===== config.mk =====
export PLATFORM = sky130hd
export DESIGN_NAME = hazard_top
export DESIGN_NICKNAME = d
export VERILOG_FILES = /design/src/verilog/hazard_pkg.sv /design/src/verilog/hazard_top.sv /design/src/verilog/fetch_ctl.sv /design/src/verilog/hazard_det.sv /design/src/verilog/stage_track.sv /design/src/verilog/ins_decode.sv
export SDC_FILE = /design/constraint.sdc
export NUM_CORES = 1
export LEC_CHECK = 0
export BUFFER_PORTS_ARGS = -buffer_cell sky130_fd_sc_hd__buf_2
export CELL_PAD_IN_SITES_DETAIL_PLACEMENT = 0
export CELL_PAD_IN_SITES_GLOBAL_PLACEMENT = 1
export CORE_MARGIN = 3
export CORE_UTILIZATION = 40
export DETAILED_ROUTE_END_ITERATION = 6
export PLACE_DENSITY = 0.9
export SETUP_SLACK_MARGIN = 0.2
export SLEW_MARGIN = 30
export SYNTH_ARGS = -nofsm -noshare
export SYNTH_HDL_FRONTEND = slang
export SYNTH_HIERARCHICAL = 1
export SYNTH_SLANG_ARGS = --single-unit
export TNS_END_PERCENT = 30

===== constraint.sdc =====
create_clock -name clk -period 3.4 [get_ports clk]
set_clock_uncertainty 0.05 [all_clocks]
set_input_delay 0.17 -clock clk [delete_from_list [all_inputs] [get_ports clk]]
set_output_delay 0.17 -clock clk [all_outputs]
set_load 0.02 [all_outputs]

===== src/verilog/hazard_pkg.sv =====
package hazard_pkg;

  // widths that carry a meaning in the decode stage
  typedef logic [15:0] ins_word_t;  // one instruction word
  typedef logic [4:0]  opcode_t;    // instruction bits 15 to 11
  typedef logic [2:0]  reg_idx_t;   // one of eight registers
  typedef logic [15:0] addr_t;      // byte granular fetch address
  typedef logic [1:0]  pc_src_t;    // program counter source chosen in execute

  localparam pc_src_t PC_SEQ      = 2'b00;  // fall through to pc + 2
  localparam pc_src_t PC_REDIRECT = 2'b10;  // taken branch or jump that flushes fetch

  // jumps
  localparam opcode_t OP_JR   = 5'b00101;
  localparam opcode_t OP_JAL  = 5'b00110;
  localparam opcode_t OP_JALR = 5'b00111;

  // memory and immediate loads
  localparam opcode_t OP_STORE = 5'b10000;
  localparam opcode_t OP_LOAD  = 5'b10001;
  localparam opcode_t OP_SLBI  = 5'b10010;
  localparam opcode_t OP_STU   = 5'b10011;
  localparam opcode_t OP_LBI   = 5'b11000;

  localparam opcode_t OP_ADDI  = 5'b01000;  // first of the i-type arithmetic group
  localparam opcode_t OP_ANDNI = 5'b01011;  // last of the i-type arithmetic group

  localparam opcode_t OP_BEQZ = 5'b01100;  // first branch on rs
  localparam opcode_t OP_BGEZ = 5'b01111;  // last branch on rs

  // every member of the r-type group writes the field in bits 4 to 2
  localparam opcode_t OP_RTYPE = 5'b11011;
  localparam opcode_t OP_SEQ   = 5'b11100;
  localparam opcode_t OP_SCO   = 5'b11111;

  localparam reg_idx_t R7 = 3'b111;  // link register written by jal and jalr

  // register reads of the instruction in decode
  typedef struct packed {
    reg_idx_t rs;      // bits 10 to 8
    reg_idx_t rt;      // second r-type source in bits 7 to 5
    reg_idx_t rd;      // store data register that also sits in bits 7 to 5
    logic     use_rs;
    logic     use_rt;
    logic     use_rd;
  } read_set_t;

  // destination register carried by one instruction down the pipe
  typedef struct packed {
    reg_idx_t idx;
    logic     valid;  // low for bubbles and for instructions that write nothing
  } dest_t;

endpackage

===== src/verilog/hazard_top.sv =====
`timescale 1ns/1ps

module hazard_top #(
  parameter hazard_pkg::addr_t RESET_PC = 16'h0000
) (
  input  logic                  clk,
  input  logic                  rst_n,
  input  logic                  ins_valid,
  input  hazard_pkg::ins_word_t ins,
  input  hazard_pkg::pc_src_t   pc_source,
  input  hazard_pkg::addr_t     branch_target,
  output logic                  stall_decode,
  output logic                  flush_fetch,
  output logic                  issue,
  output hazard_pkg::addr_t     pc
);

  hazard_pkg::read_set_t rd_set;      // registers read by the decode instruction
  hazard_pkg::dest_t     dest;        // register it would write
  hazard_pkg::dest_t     issue_dest;  // dest once it really enters execute
  hazard_pkg::dest_t     slot_ex;
  hazard_pkg::dest_t     slot_mem;

  ins_decode u_ins_decode (.ins(ins), .rd_set(rd_set), .dest(dest));

  stage_track u_stage_track (
    .clk(clk), .rst_n(rst_n), .issue(issue), .issue_dest(issue_dest),
    .slot_ex(slot_ex), .slot_mem(slot_mem)
  );

  hazard_det u_hazard_det (
    .ins_valid(ins_valid), .rd_set(rd_set), .dest(dest), .slot_ex(slot_ex),
    .slot_mem(slot_mem), .pc_source(pc_source), .stall_decode(stall_decode),
    .flush_fetch(flush_fetch), .issue(issue), .issue_dest(issue_dest)
  );

  fetch_ctl #(.RESET_PC(RESET_PC)) u_fetch_ctl (
    .clk(clk), .rst_n(rst_n), .stall_decode(stall_decode), .pc_source(pc_source),
    .branch_target(branch_target), .pc(pc)
  );

endmodule


===== src/verilog/fetch_ctl.sv =====
`timescale 1ns/1ps

module fetch_ctl #(
  parameter hazard_pkg::addr_t RESET_PC = '0
) (
  input  logic                clk,
  input  logic                rst_n,
  input  logic                stall_decode,
  input  hazard_pkg::pc_src_t pc_source,
  input  hazard_pkg::addr_t   branch_target,
  output hazard_pkg::addr_t   pc
);

  hazard_pkg::addr_t pc_next;
  logic              redirect;

  assign redirect = (pc_source == hazard_pkg::PC_REDIRECT);

  // redirect wins over a stall since the stalled instruction is being flushed anyway
  always_comb begin
    if (redirect) begin
      pc_next = branch_target;
    end else if (stall_decode) begin
      pc_next = pc;  // refetch the same word while decode is held
    end else begin
      pc_next = pc + hazard_pkg::addr_t'(2);  // instructions are two bytes wide
    end
  end

  always_ff @(posedge clk or negedge rst_n) begin
    if (!rst_n) begin
      pc <= RESET_PC;
    end else begin
      pc <= pc_next;
    end
  end

endmodule


===== src/verilog/hazard_det.sv =====
`timescale 1ns/1ps

module hazard_det (
  input  logic                  ins_valid,
  input  hazard_pkg::read_set_t rd_set,
  input  hazard_pkg::dest_t     dest,
  input  hazard_pkg::dest_t     slot_ex,
  input  hazard_pkg::dest_t     slot_mem,
  input  hazard_pkg::pc_src_t   pc_source,
  output logic                  stall_decode,
  output logic                  flush_fetch,
  output logic                  issue,
  output hazard_pkg::dest_t     issue_dest
);

  logic rs_hit;  // rs is read and an older writer still owns it
  logic rt_hit;  // second r-type source collides
  logic rd_hit;  // store data register collides
  logic raw_hazard;

  // true when the slot holds a real writer of register idx
  function automatic logic slot_writes(input hazard_pkg::dest_t slot,
                                       input hazard_pkg::reg_idx_t idx);
    slot_writes = slot.valid && (slot.idx == idx);
  endfunction

  // every used read field is checked against both older stages
  assign rs_hit = rd_set.use_rs &&
                  (slot_writes(slot_ex, rd_set.rs) || slot_writes(slot_mem, rd_set.rs));
  assign rt_hit = rd_set.use_rt &&
                  (slot_writes(slot_ex, rd_set.rt) || slot_writes(slot_mem, rd_set.rt));
  assign rd_hit = rd_set.use_rd &&
                  (slot_writes(slot_ex, rd_set.rd) || slot_writes(slot_mem, rd_set.rd));

  // jal and jalr sit in the slots as writers of r7 so the link register needs no special case
  assign raw_hazard = rs_hit | rt_hit | rd_hit;

  // there is no forwarding so a reader waits in decode until the writer has left memory
  assign stall_decode = ins_valid & raw_hazard;

  // execute took a branch or jump so the instruction in decode is on the wrong path
  assign flush_fetch = (pc_source == hazard_pkg::PC_REDIRECT);

  // only a clean, valid, on-path instruction moves into execute
  assign issue = ins_valid & ~stall_decode & ~flush_fetch;

  // the destination goes down the pipe only with its instruction
  assign issue_dest.idx   = dest.idx;
  assign issue_dest.valid = dest.valid & issue;  // anything else turns into a bubble

endmodule


===== src/verilog/stage_track.sv =====
`timescale 1ns/1ps

module stage_track (
  input  logic              clk,
  input  logic              rst_n,
  input  logic              issue,
  input  hazard_pkg::dest_t issue_dest,
  output hazard_pkg::dest_t slot_ex,
  output hazard_pkg::dest_t slot_mem
);

  // destinations of the two older instructions where execute holds the younger one
  hazard_pkg::reg_idx_t ex_idx;
  hazard_pkg::reg_idx_t mem_idx;
  logic                 ex_valid;
  logic                 mem_valid;

  // valid flags are the only control state and a cleared flag makes the slot a bubble
  always_ff @(posedge clk or negedge rst_n) begin
    if (!rst_n) begin
      ex_valid  <= 1'b0;
      mem_valid <= 1'b0;
    end else begin
      ex_valid  <= issue & issue_dest.valid;  // stall or flush leaves a bubble behind
      mem_valid <= ex_valid;                  // execute always moves on since nothing pushes back
    end
  end

  // an index only means something while its valid flag is high
  always_ff @(posedge clk) begin
    ex_idx  <= issue_dest.idx;
    mem_idx <= ex_idx;
  end

  /*
   * a reader that collides with one of these waits for the writer to leave
   * the memory stage, which takes two edges at most since both slots advance
   * on every cycle whatever decode is doing
   */
  assign slot_ex.idx    = ex_idx;
  assign slot_ex.valid  = ex_valid;
  assign slot_mem.idx   = mem_idx;
  assign slot_mem.valid = mem_valid;

endmodule


===== src/verilog/ins_decode.sv =====
`timescale 1ns/1ps

module ins_decode (
  input  hazard_pkg::ins_word_t ins,
  output hazard_pkg::read_set_t rd_set,
  output hazard_pkg::dest_t     dest
);

  hazard_pkg::opcode_t  opcode;
  hazard_pkg::reg_idx_t f_rs;  // bits 10 to 8
  hazard_pkg::reg_idx_t f_rt;  // bits 7 to 5 hold rt for r-type and rd for i-type and store data
  hazard_pkg::reg_idx_t f_rd;  // r-type destination in bits 4 to 2

  assign opcode = ins[15:11];
  assign f_rs   = ins[10:8];
  assign f_rt   = ins[7:5];
  assign f_rd   = ins[4:2];

  always_comb begin
    // the fields sit in fixed places and only the flags depend on the opcode
    rd_set.rs     = f_rs;
    rd_set.rt     = f_rt;
    rd_set.rd     = f_rt;  // store data shares the bits 7 to 5 field
    rd_set.use_rs = 1'b0;
    rd_set.use_rt = 1'b0;
    rd_set.use_rd = 1'b0;
    dest.idx      = f_rt;
    dest.valid    = 1'b0;  // unknown opcodes read and write nothing

    if (opcode == hazard_pkg::OP_STORE || opcode == hazard_pkg::OP_STU) begin
      rd_set.use_rs = 1'b1;  // base address
      rd_set.use_rd = 1'b1;  // data to be stored is needed in decode too
      dest.idx      = f_rs;
      dest.valid    = (opcode == hazard_pkg::OP_STU);  // stu writes the updated base back
    end else if (opcode == hazard_pkg::OP_LOAD ||
                 (opcode >= hazard_pkg::OP_ADDI && opcode <= hazard_pkg::OP_ANDNI)) begin
      rd_set.use_rs = 1'b1;
      dest.idx      = f_rt;
      dest.valid    = 1'b1;
    end else if (opcode == hazard_pkg::OP_SLBI) begin
      rd_set.use_rs = 1'b1;  // shift and or into rs itself
      dest.idx      = f_rs;
      dest.valid    = 1'b1;
    end else if (opcode == hazard_pkg::OP_LBI) begin
      dest.idx      = f_rs;  // no read at all so lbi can never stall
      dest.valid    = 1'b1;
    end else if (opcode == hazard_pkg::OP_JAL || opcode == hazard_pkg::OP_JALR) begin
      rd_set.use_rs = (opcode == hazard_pkg::OP_JALR);  // jalr jumps through rs
      dest.idx      = hazard_pkg::R7;  // return address goes to the link register
      dest.valid    = 1'b1;
    end else if (opcode == hazard_pkg::OP_JR ||
                 (opcode >= hazard_pkg::OP_BEQZ && opcode <= hazard_pkg::OP_BGEZ)) begin
      rd_set.use_rs = 1'b1;  // target or condition comes from rs and nothing is written
    end else if (opcode == hazard_pkg::OP_RTYPE ||
                 (opcode >= hazard_pkg::OP_SEQ && opcode <= hazard_pkg::OP_SCO)) begin
      rd_set.use_rs = 1'b1;
      rd_set.use_rt = 1'b1;
      dest.idx      = f_rd;
      dest.valid    = 1'b1;
    end
  end

endmodule


Word-level counts from Yosys, hierarchy flattened

Index checks and enable logic that the tools add are counted.

Reductions and logical operators: 17
Bitwise operators: 9
Order comparisons: 6
Equality and inequality tests: 15
Mux-type cells: 22
Add/sub/neg operators: 1

Operators by type and width:

| kind                  | count |
|---|---|
| $mux 16               | 2 |
| $eq 5x5->1 const B    | 6 |
| $mux 4                | 7 |
| $add 16x2->16 const B | 1 |
| $eq 5x3->1 const B    | 3 |
| $eq 3x3->1            | 4 |
| $mux 1                | 11 |
| $ge 5x4->1 const B    | 2 |
| $le 5x4->1 const B    | 2 |
| $logic_and 1x1->1     | 10 |
| $logic_or 1x1->1      | 7 |
| $and 1x1->1           | 5 |
| $ge 5x5->1 const B    | 1 |
| $le 5x5->1 const B    | 1 |
| $mux 2                | 2 |
| $eq 2x2->1 const B    | 1 |
| $ne 2x2->1 const B    | 1 |
| $not 1->1             | 2 |
| $or 1x1->1            | 2 |

Flip-flop bits (word level): 24
Logic and storage cells: 75
Input port bits: 37

Longest topological paths before layout

Word-level depth: 19
Mapped depth: 10
Depth with buffers taken out: 9

Cells and area by module

The synthesis kept the hierarchy.

By module, submodules not included:

| module      | times used | cells each | area each (um2) | seq. area each (um2) |
|---|---|---|---|---|
| fetch_ctl   | 1          | 96         | 930.9           | 400.4 |
| ins_decode  | 1          | 47         | 301.5           | 0.0 |
| hazard_det  | 1          | 37         | 280.3           | 0.0 |
| stage_track | 1          | 11         | 191.4           | 170.2 |

Worst setup path before layout

OpenSTA, ideal clock, no wires.

Kind: input -> register
From: input port ins[13]
To: register u_fetch_ctl.pc[13]
Setup slack: 1.118 ns
Stages on the path: 10
Data arrival time: 2.096 ns
Path through: buf_4 > and2b_4 > xnor2_1 > o21ai_1 > a21boi_1 > o31a_1 > nand4b_2 > nor4_4 > xnor2_1 > a21oi_1

RTL lines:

| element              | RTL line        | source |
|---|---|---|
| from (decl)          | hazard_top.sv:9 | `input hazard_pkg::ins_word_t ins,` |
| to (signal assigned) | fetch_ctl.sv:34 | `pc <= pc_next;` |
| to (decl)            | fetch_ctl.sv:11 | `output hazard_pkg::addr_t pc` |

Worst setup path in the final report

From: register u_stage_track.ex_idx[2]
To: register u_fetch_ctl.pc[13]

Cells in the longest elaborated chain, start to end: 8
Elaborated cells on any way between the ends: 13
Those cells by class: eq/ne: 3; bitwise: 3; reduce/logical: 7

RTL lines:

| element                              | RTL line                                             | source |
|---|---|---|
| from (decl)                          | stage_track.sv:13                                    | `hazard_pkg::reg_idx_t ex_idx;` |
| from (signal assigned)               | stage_track.sv:31                                    | `ex_idx <= issue_dest.idx;` |
| $eq 3x3->1                           | hazard_det.sv:24                                     | `slot_writes = slot.valid && (slot.idx == idx);` |
| $logic_and 1x1->1                    | hazard_det.sv:24                                     |  |
| $logic_or 1x1->1 (on tied branches)  | hazard_det.sv:29, hazard_det.sv:31, hazard_det.sv:33 |  |
| $logic_and 1x1->1 (on tied branches) | hazard_det.sv:28, hazard_det.sv:30                   |  |
| $or 1x1->1                           | hazard_det.sv:36                                     | `assign raw_hazard = rs_hit \| rt_hit \| rd_hit;` |
| $or 1x1->1 (*)                       | hazard_det.sv:36                                     |  |
| $and 1x1->1 (*)                      | hazard_det.sv:39                                     | `assign stall_decode = ins_valid & raw_hazard;` |
| $ne 2x2->1 (no line) (*)             | n/a                                                  |  |

Mark *: on every way between the ends. The rest lies on a longest branch, timed or not.
A chain may end at the register's enable or synchronous reset.

==> flow_summary_export.csv <==
group,metric,value,unit
layout,fin_util,48.29,%
logic_synthesis,synthDistinctLibCells,43,
run_status,run_status,"completed",
die,rows,23,
cts,cts.clk_slew.worst_paths,0.09,ns
place,dp.final_hpwl,2.778,mm
layout,multiInputGateArea,965.9,um^2
die,start_util,42.00,%
critical_path,critPathRequiredTime,3.49,ns
sta,fmax,0.4714,GHz
cts,cts.htree.levels,1,
grt,grt_pass1_vias,1263,
logic_synthesis,netlist.area_leader.share,26.43,%
drt,wl_per_cell,12.60,um
logic_synthesis,yosysWarningCount,6,
layout,drive_gt1_share,29.69,%
grt,antenna_found_initial,0,
sta,rsz0062_at_grt,"no",
critical_path,crit_buf_inv,0,
logic_synthesis,async_reset_ff_share,75.00,%
logic_synthesis,ys_ff_latch,24,
logic_synthesis,synth_top_area_cell,"dfrtp_1",
die,ios,56,
drt,drt-vias-per-instance,5.086,
grt,grt_max_degree,24,
min_path,hold_path.class,"primary input to flip-flop",
critical_path,r2r-start,"u_stage_track/ex_idx[2]",
place,dp_cells,274,
layout,syn_to_final_growth,14.98,%
cts,cts_made_buffers,3,
sta,timing.final.crit_share,62.39,%
layout,antenna_cells,0,
logic_synthesis,yosysMostFrequentCell,"xnor2_1",
die,die_w,71.27,um
layout,n_fill_cell,400,
critical_path,cp.depth,8,
critical_path,ff2ff_path_depth,8,
grt,grt_pass1_wl,5.796,mm
sta,worst_pin_slew,0.4241,ns
layout,instances_no_fill,279,
critical_path,crit_arrival,2.21,ns
place,place.gp.congestion,0.8026,
drt,ant_nets,0,
sta,min_period,2.121,ns
min_path,min_path_cells,3,
sta,finalSetupViolCount,0,
sta,whs,0.05369,ns
critical_path,end_kind,"flip-flop",
cts,cts_tree,"yes",
cts,clockBufferDepth,2,
logic_synthesis,postSynthAreaPerCell,8.922,um^2
critical_path,cp_cell_sequence,"xnor2_1, nand4_1, a21boi_1, o31a_1, nand4b_2, nor4_4, xnor2_1, a21oi_1",
critical_path,crit_type,"flip-flop to flip-flop",
power_and_ir_drop,power_density,479.8,nW/um^2
logic_synthesis,synth_nets,229,
critical_path,crit_path_start_kind,"flip-flop",
critical_path,reg2reg_slack,1.28,ns
die,core,4058,um^2
critical_path,cpPeakStageDelay,0.44,ns
sta,slew_violations,0,
logic_synthesis,synth_commonest_cells,"xnor2_1 (28), nand2_1 (21), dfrtp_1 (18)",
critical_path,cp_slowest_cell,"dfxtp_1",
min_path,holdCritStartpoint,"branch_target[0]",
die,dieArea,5079,um^2
power_and_ir_drop,ir_drop,0.1672,mV
drt,wl,3.516,mm
grt,grt_use_total,13.80,%
drt,route.detailed.drc,0,
logic_synthesis,synth_flop_cell,"dfrtp_1",
run,max_cap_viol_count,0,
drt,dr_total_vias,1419,
layout,final-seq-area,570.5,um^2
cts,clock-root-buffer,"clkbuf_8",
critical_path,worst_path_most_repeated_cell,"xnor2_1",
critical_path,critical_path.top_delay_family,"simple AND/OR/NAND/NOR gates",
grt,grt.overflow.total,0,
sta,finalHoldViolCount,0,
critical_path,critical_path.max_fanout,6,
drt,drtIter0Drc,42,
drt,firstDrtPassIters,4,
power_and_ir_drop,p_total,0.9402,mW
cts,cts_sinks,24,
sta,slew_headroom,71.46,%
cts,post-cts-setup-buffer-count,0,
place,io_buffers,53,
die,die_h,71.27,um
logic_synthesis,ys_seq_area_share,33.48,%
logic_synthesis,synth_area_leaders,"dfrtp_1 (26%), xnor2_1 (14%), dfxtp_1 (7.0%), buf_4 (6.6%), nand2_1 (4.6%)",
sta,finalSetupTns,0,ns
cts,insertion_delay,0.26,ns
critical_path,rr_endpoint,"u_fetch_ctl/pc[13]",
logic_synthesis,netlist_area,1704,um^2
min_path,hold_end,"u_fetch_ctl/pc[0]",
logic_synthesis,synth_edf_count,0,
logic_synthesis,synthCells,191,
power_and_ir_drop,p_leak,0.8532,nW
layout,nets,268,
-- kinds of logic (layout without fill, tap and decap cells) --
kind of cell    Yosys count  count (layout)  synth area share, %
compound gates           37              37                12.56
xor+xnor                 35              35                17.99
fa+ha+maj                 1               1               0.7341
buf+inv                  27              65                9.838
flops                    24              24                33.48
mux                       1               1               0.5874
simple gates             66              66                24.82
-- registers in the layout, indices dropped and copies added, names as in the netlist --
signal and cells:
u_stage_track/mem_idx 3, u_stage_track/ex_valid 1, u_stage_track/mem_valid 1, u_stage_track/ex_idx 3
u_fetch_ctl/pc 16
-- layout make-up --
| cell class | instances | share of cell area (%) |
|---|---|---|
| repair buffers | 55 | 14.43 |
| clock buffers | 4 | 2.810 |
| flip-flops and latches | 24 | 29.12 |
| inverters | 6 | 1.149 |
| well taps | 50 | 3.193 |
| multi-input cells | 140 | 49.30 |
-- per-stage QoR --
step           area, um^2  setup slack (ns)
2_1_floorplan        1704             1.118
3_3_place_gp         1894             1.085
3_5_place_dp         1894             1.048
4_1_cts              1959             1.269
5_1_grt              1959             1.104
6_report             1959             1.279
-- worst register-to-register path: stages, from the launching register on --
cell      delay, ns
dfxtp_1        0.44
xnor2_1        0.09
nand4_1        0.09
a21boi_1       0.10
o31a_1         0.39
nand4b_2       0.30
nor4_4         0.31
xnor2_1        0.15
a21oi_1        0.08
-- where the power goes --
part           switching (mW)  total (mW)  internal, mW
registers              0.0915       0.427         0.336
clock network          0.0925       0.196         0.103
logic                   0.179       0.317         0.138
total                   0.363       0.940         0.577
-- per-layer routing --
metal / up-vias / GRT usage [%] / part of all wire, %
met5: - / 0 / 0
met3: 2 / 1.683 / 4.3
met2: 32 / 21.73 / 46
li1: 722 / - / -
met1: 663 / 20.26 / 49
met4: 0 / 3.132 / 0.82
-- worst max path at each step --
stage / from / to / slack [ns]
6_report: u_stage_track/ex_idx[2] / u_fetch_ctl/pc[13] / 1.28
5_1_grt: u_stage_track/ex_idx[0] / u_fetch_ctl/pc[14] / 1.10
4_1_cts: u_stage_track/ex_idx[2] / u_fetch_ctl/pc[13] / 1.27
3_5_place_dp: ins[13] / u_fetch_ctl/pc[13] / 1.05
3_3_place_gp: ins[13] / u_fetch_ctl/pc[12] / 1.09
2_1_floorplan: ins[13] / u_fetch_ctl/pc[13] / 1.12
-- repair_timing --
action | in CTS | in global routing
hold buffers | 1 | 0
resized for setup | 0 | 0
hold endpoints to repair | 18 | 0
-- cell usage in the layout, fill, tap and decap left out, types with 2 or more instances in the layout --
cell and instances:
a21boi_1 3, a21oi_1 11, a31oi_1 2, buf_2 53
clkbuf_8 4, dfrtp_1 18, dfxtp_1 6, inv_1 6
nand2_1 21, nand2b_1 3, nand3_1 7, nand4_1 7
nor2_1 5, nor2b_1 2, nor3_1 4, nor4_1 2
nor4_2 3, o21ai_0 7, o21ai_1 6, o22ai_1 3
xnor2_1 28, xor2_1 7
Note: power is estimated with default switching activity, not from simulation.
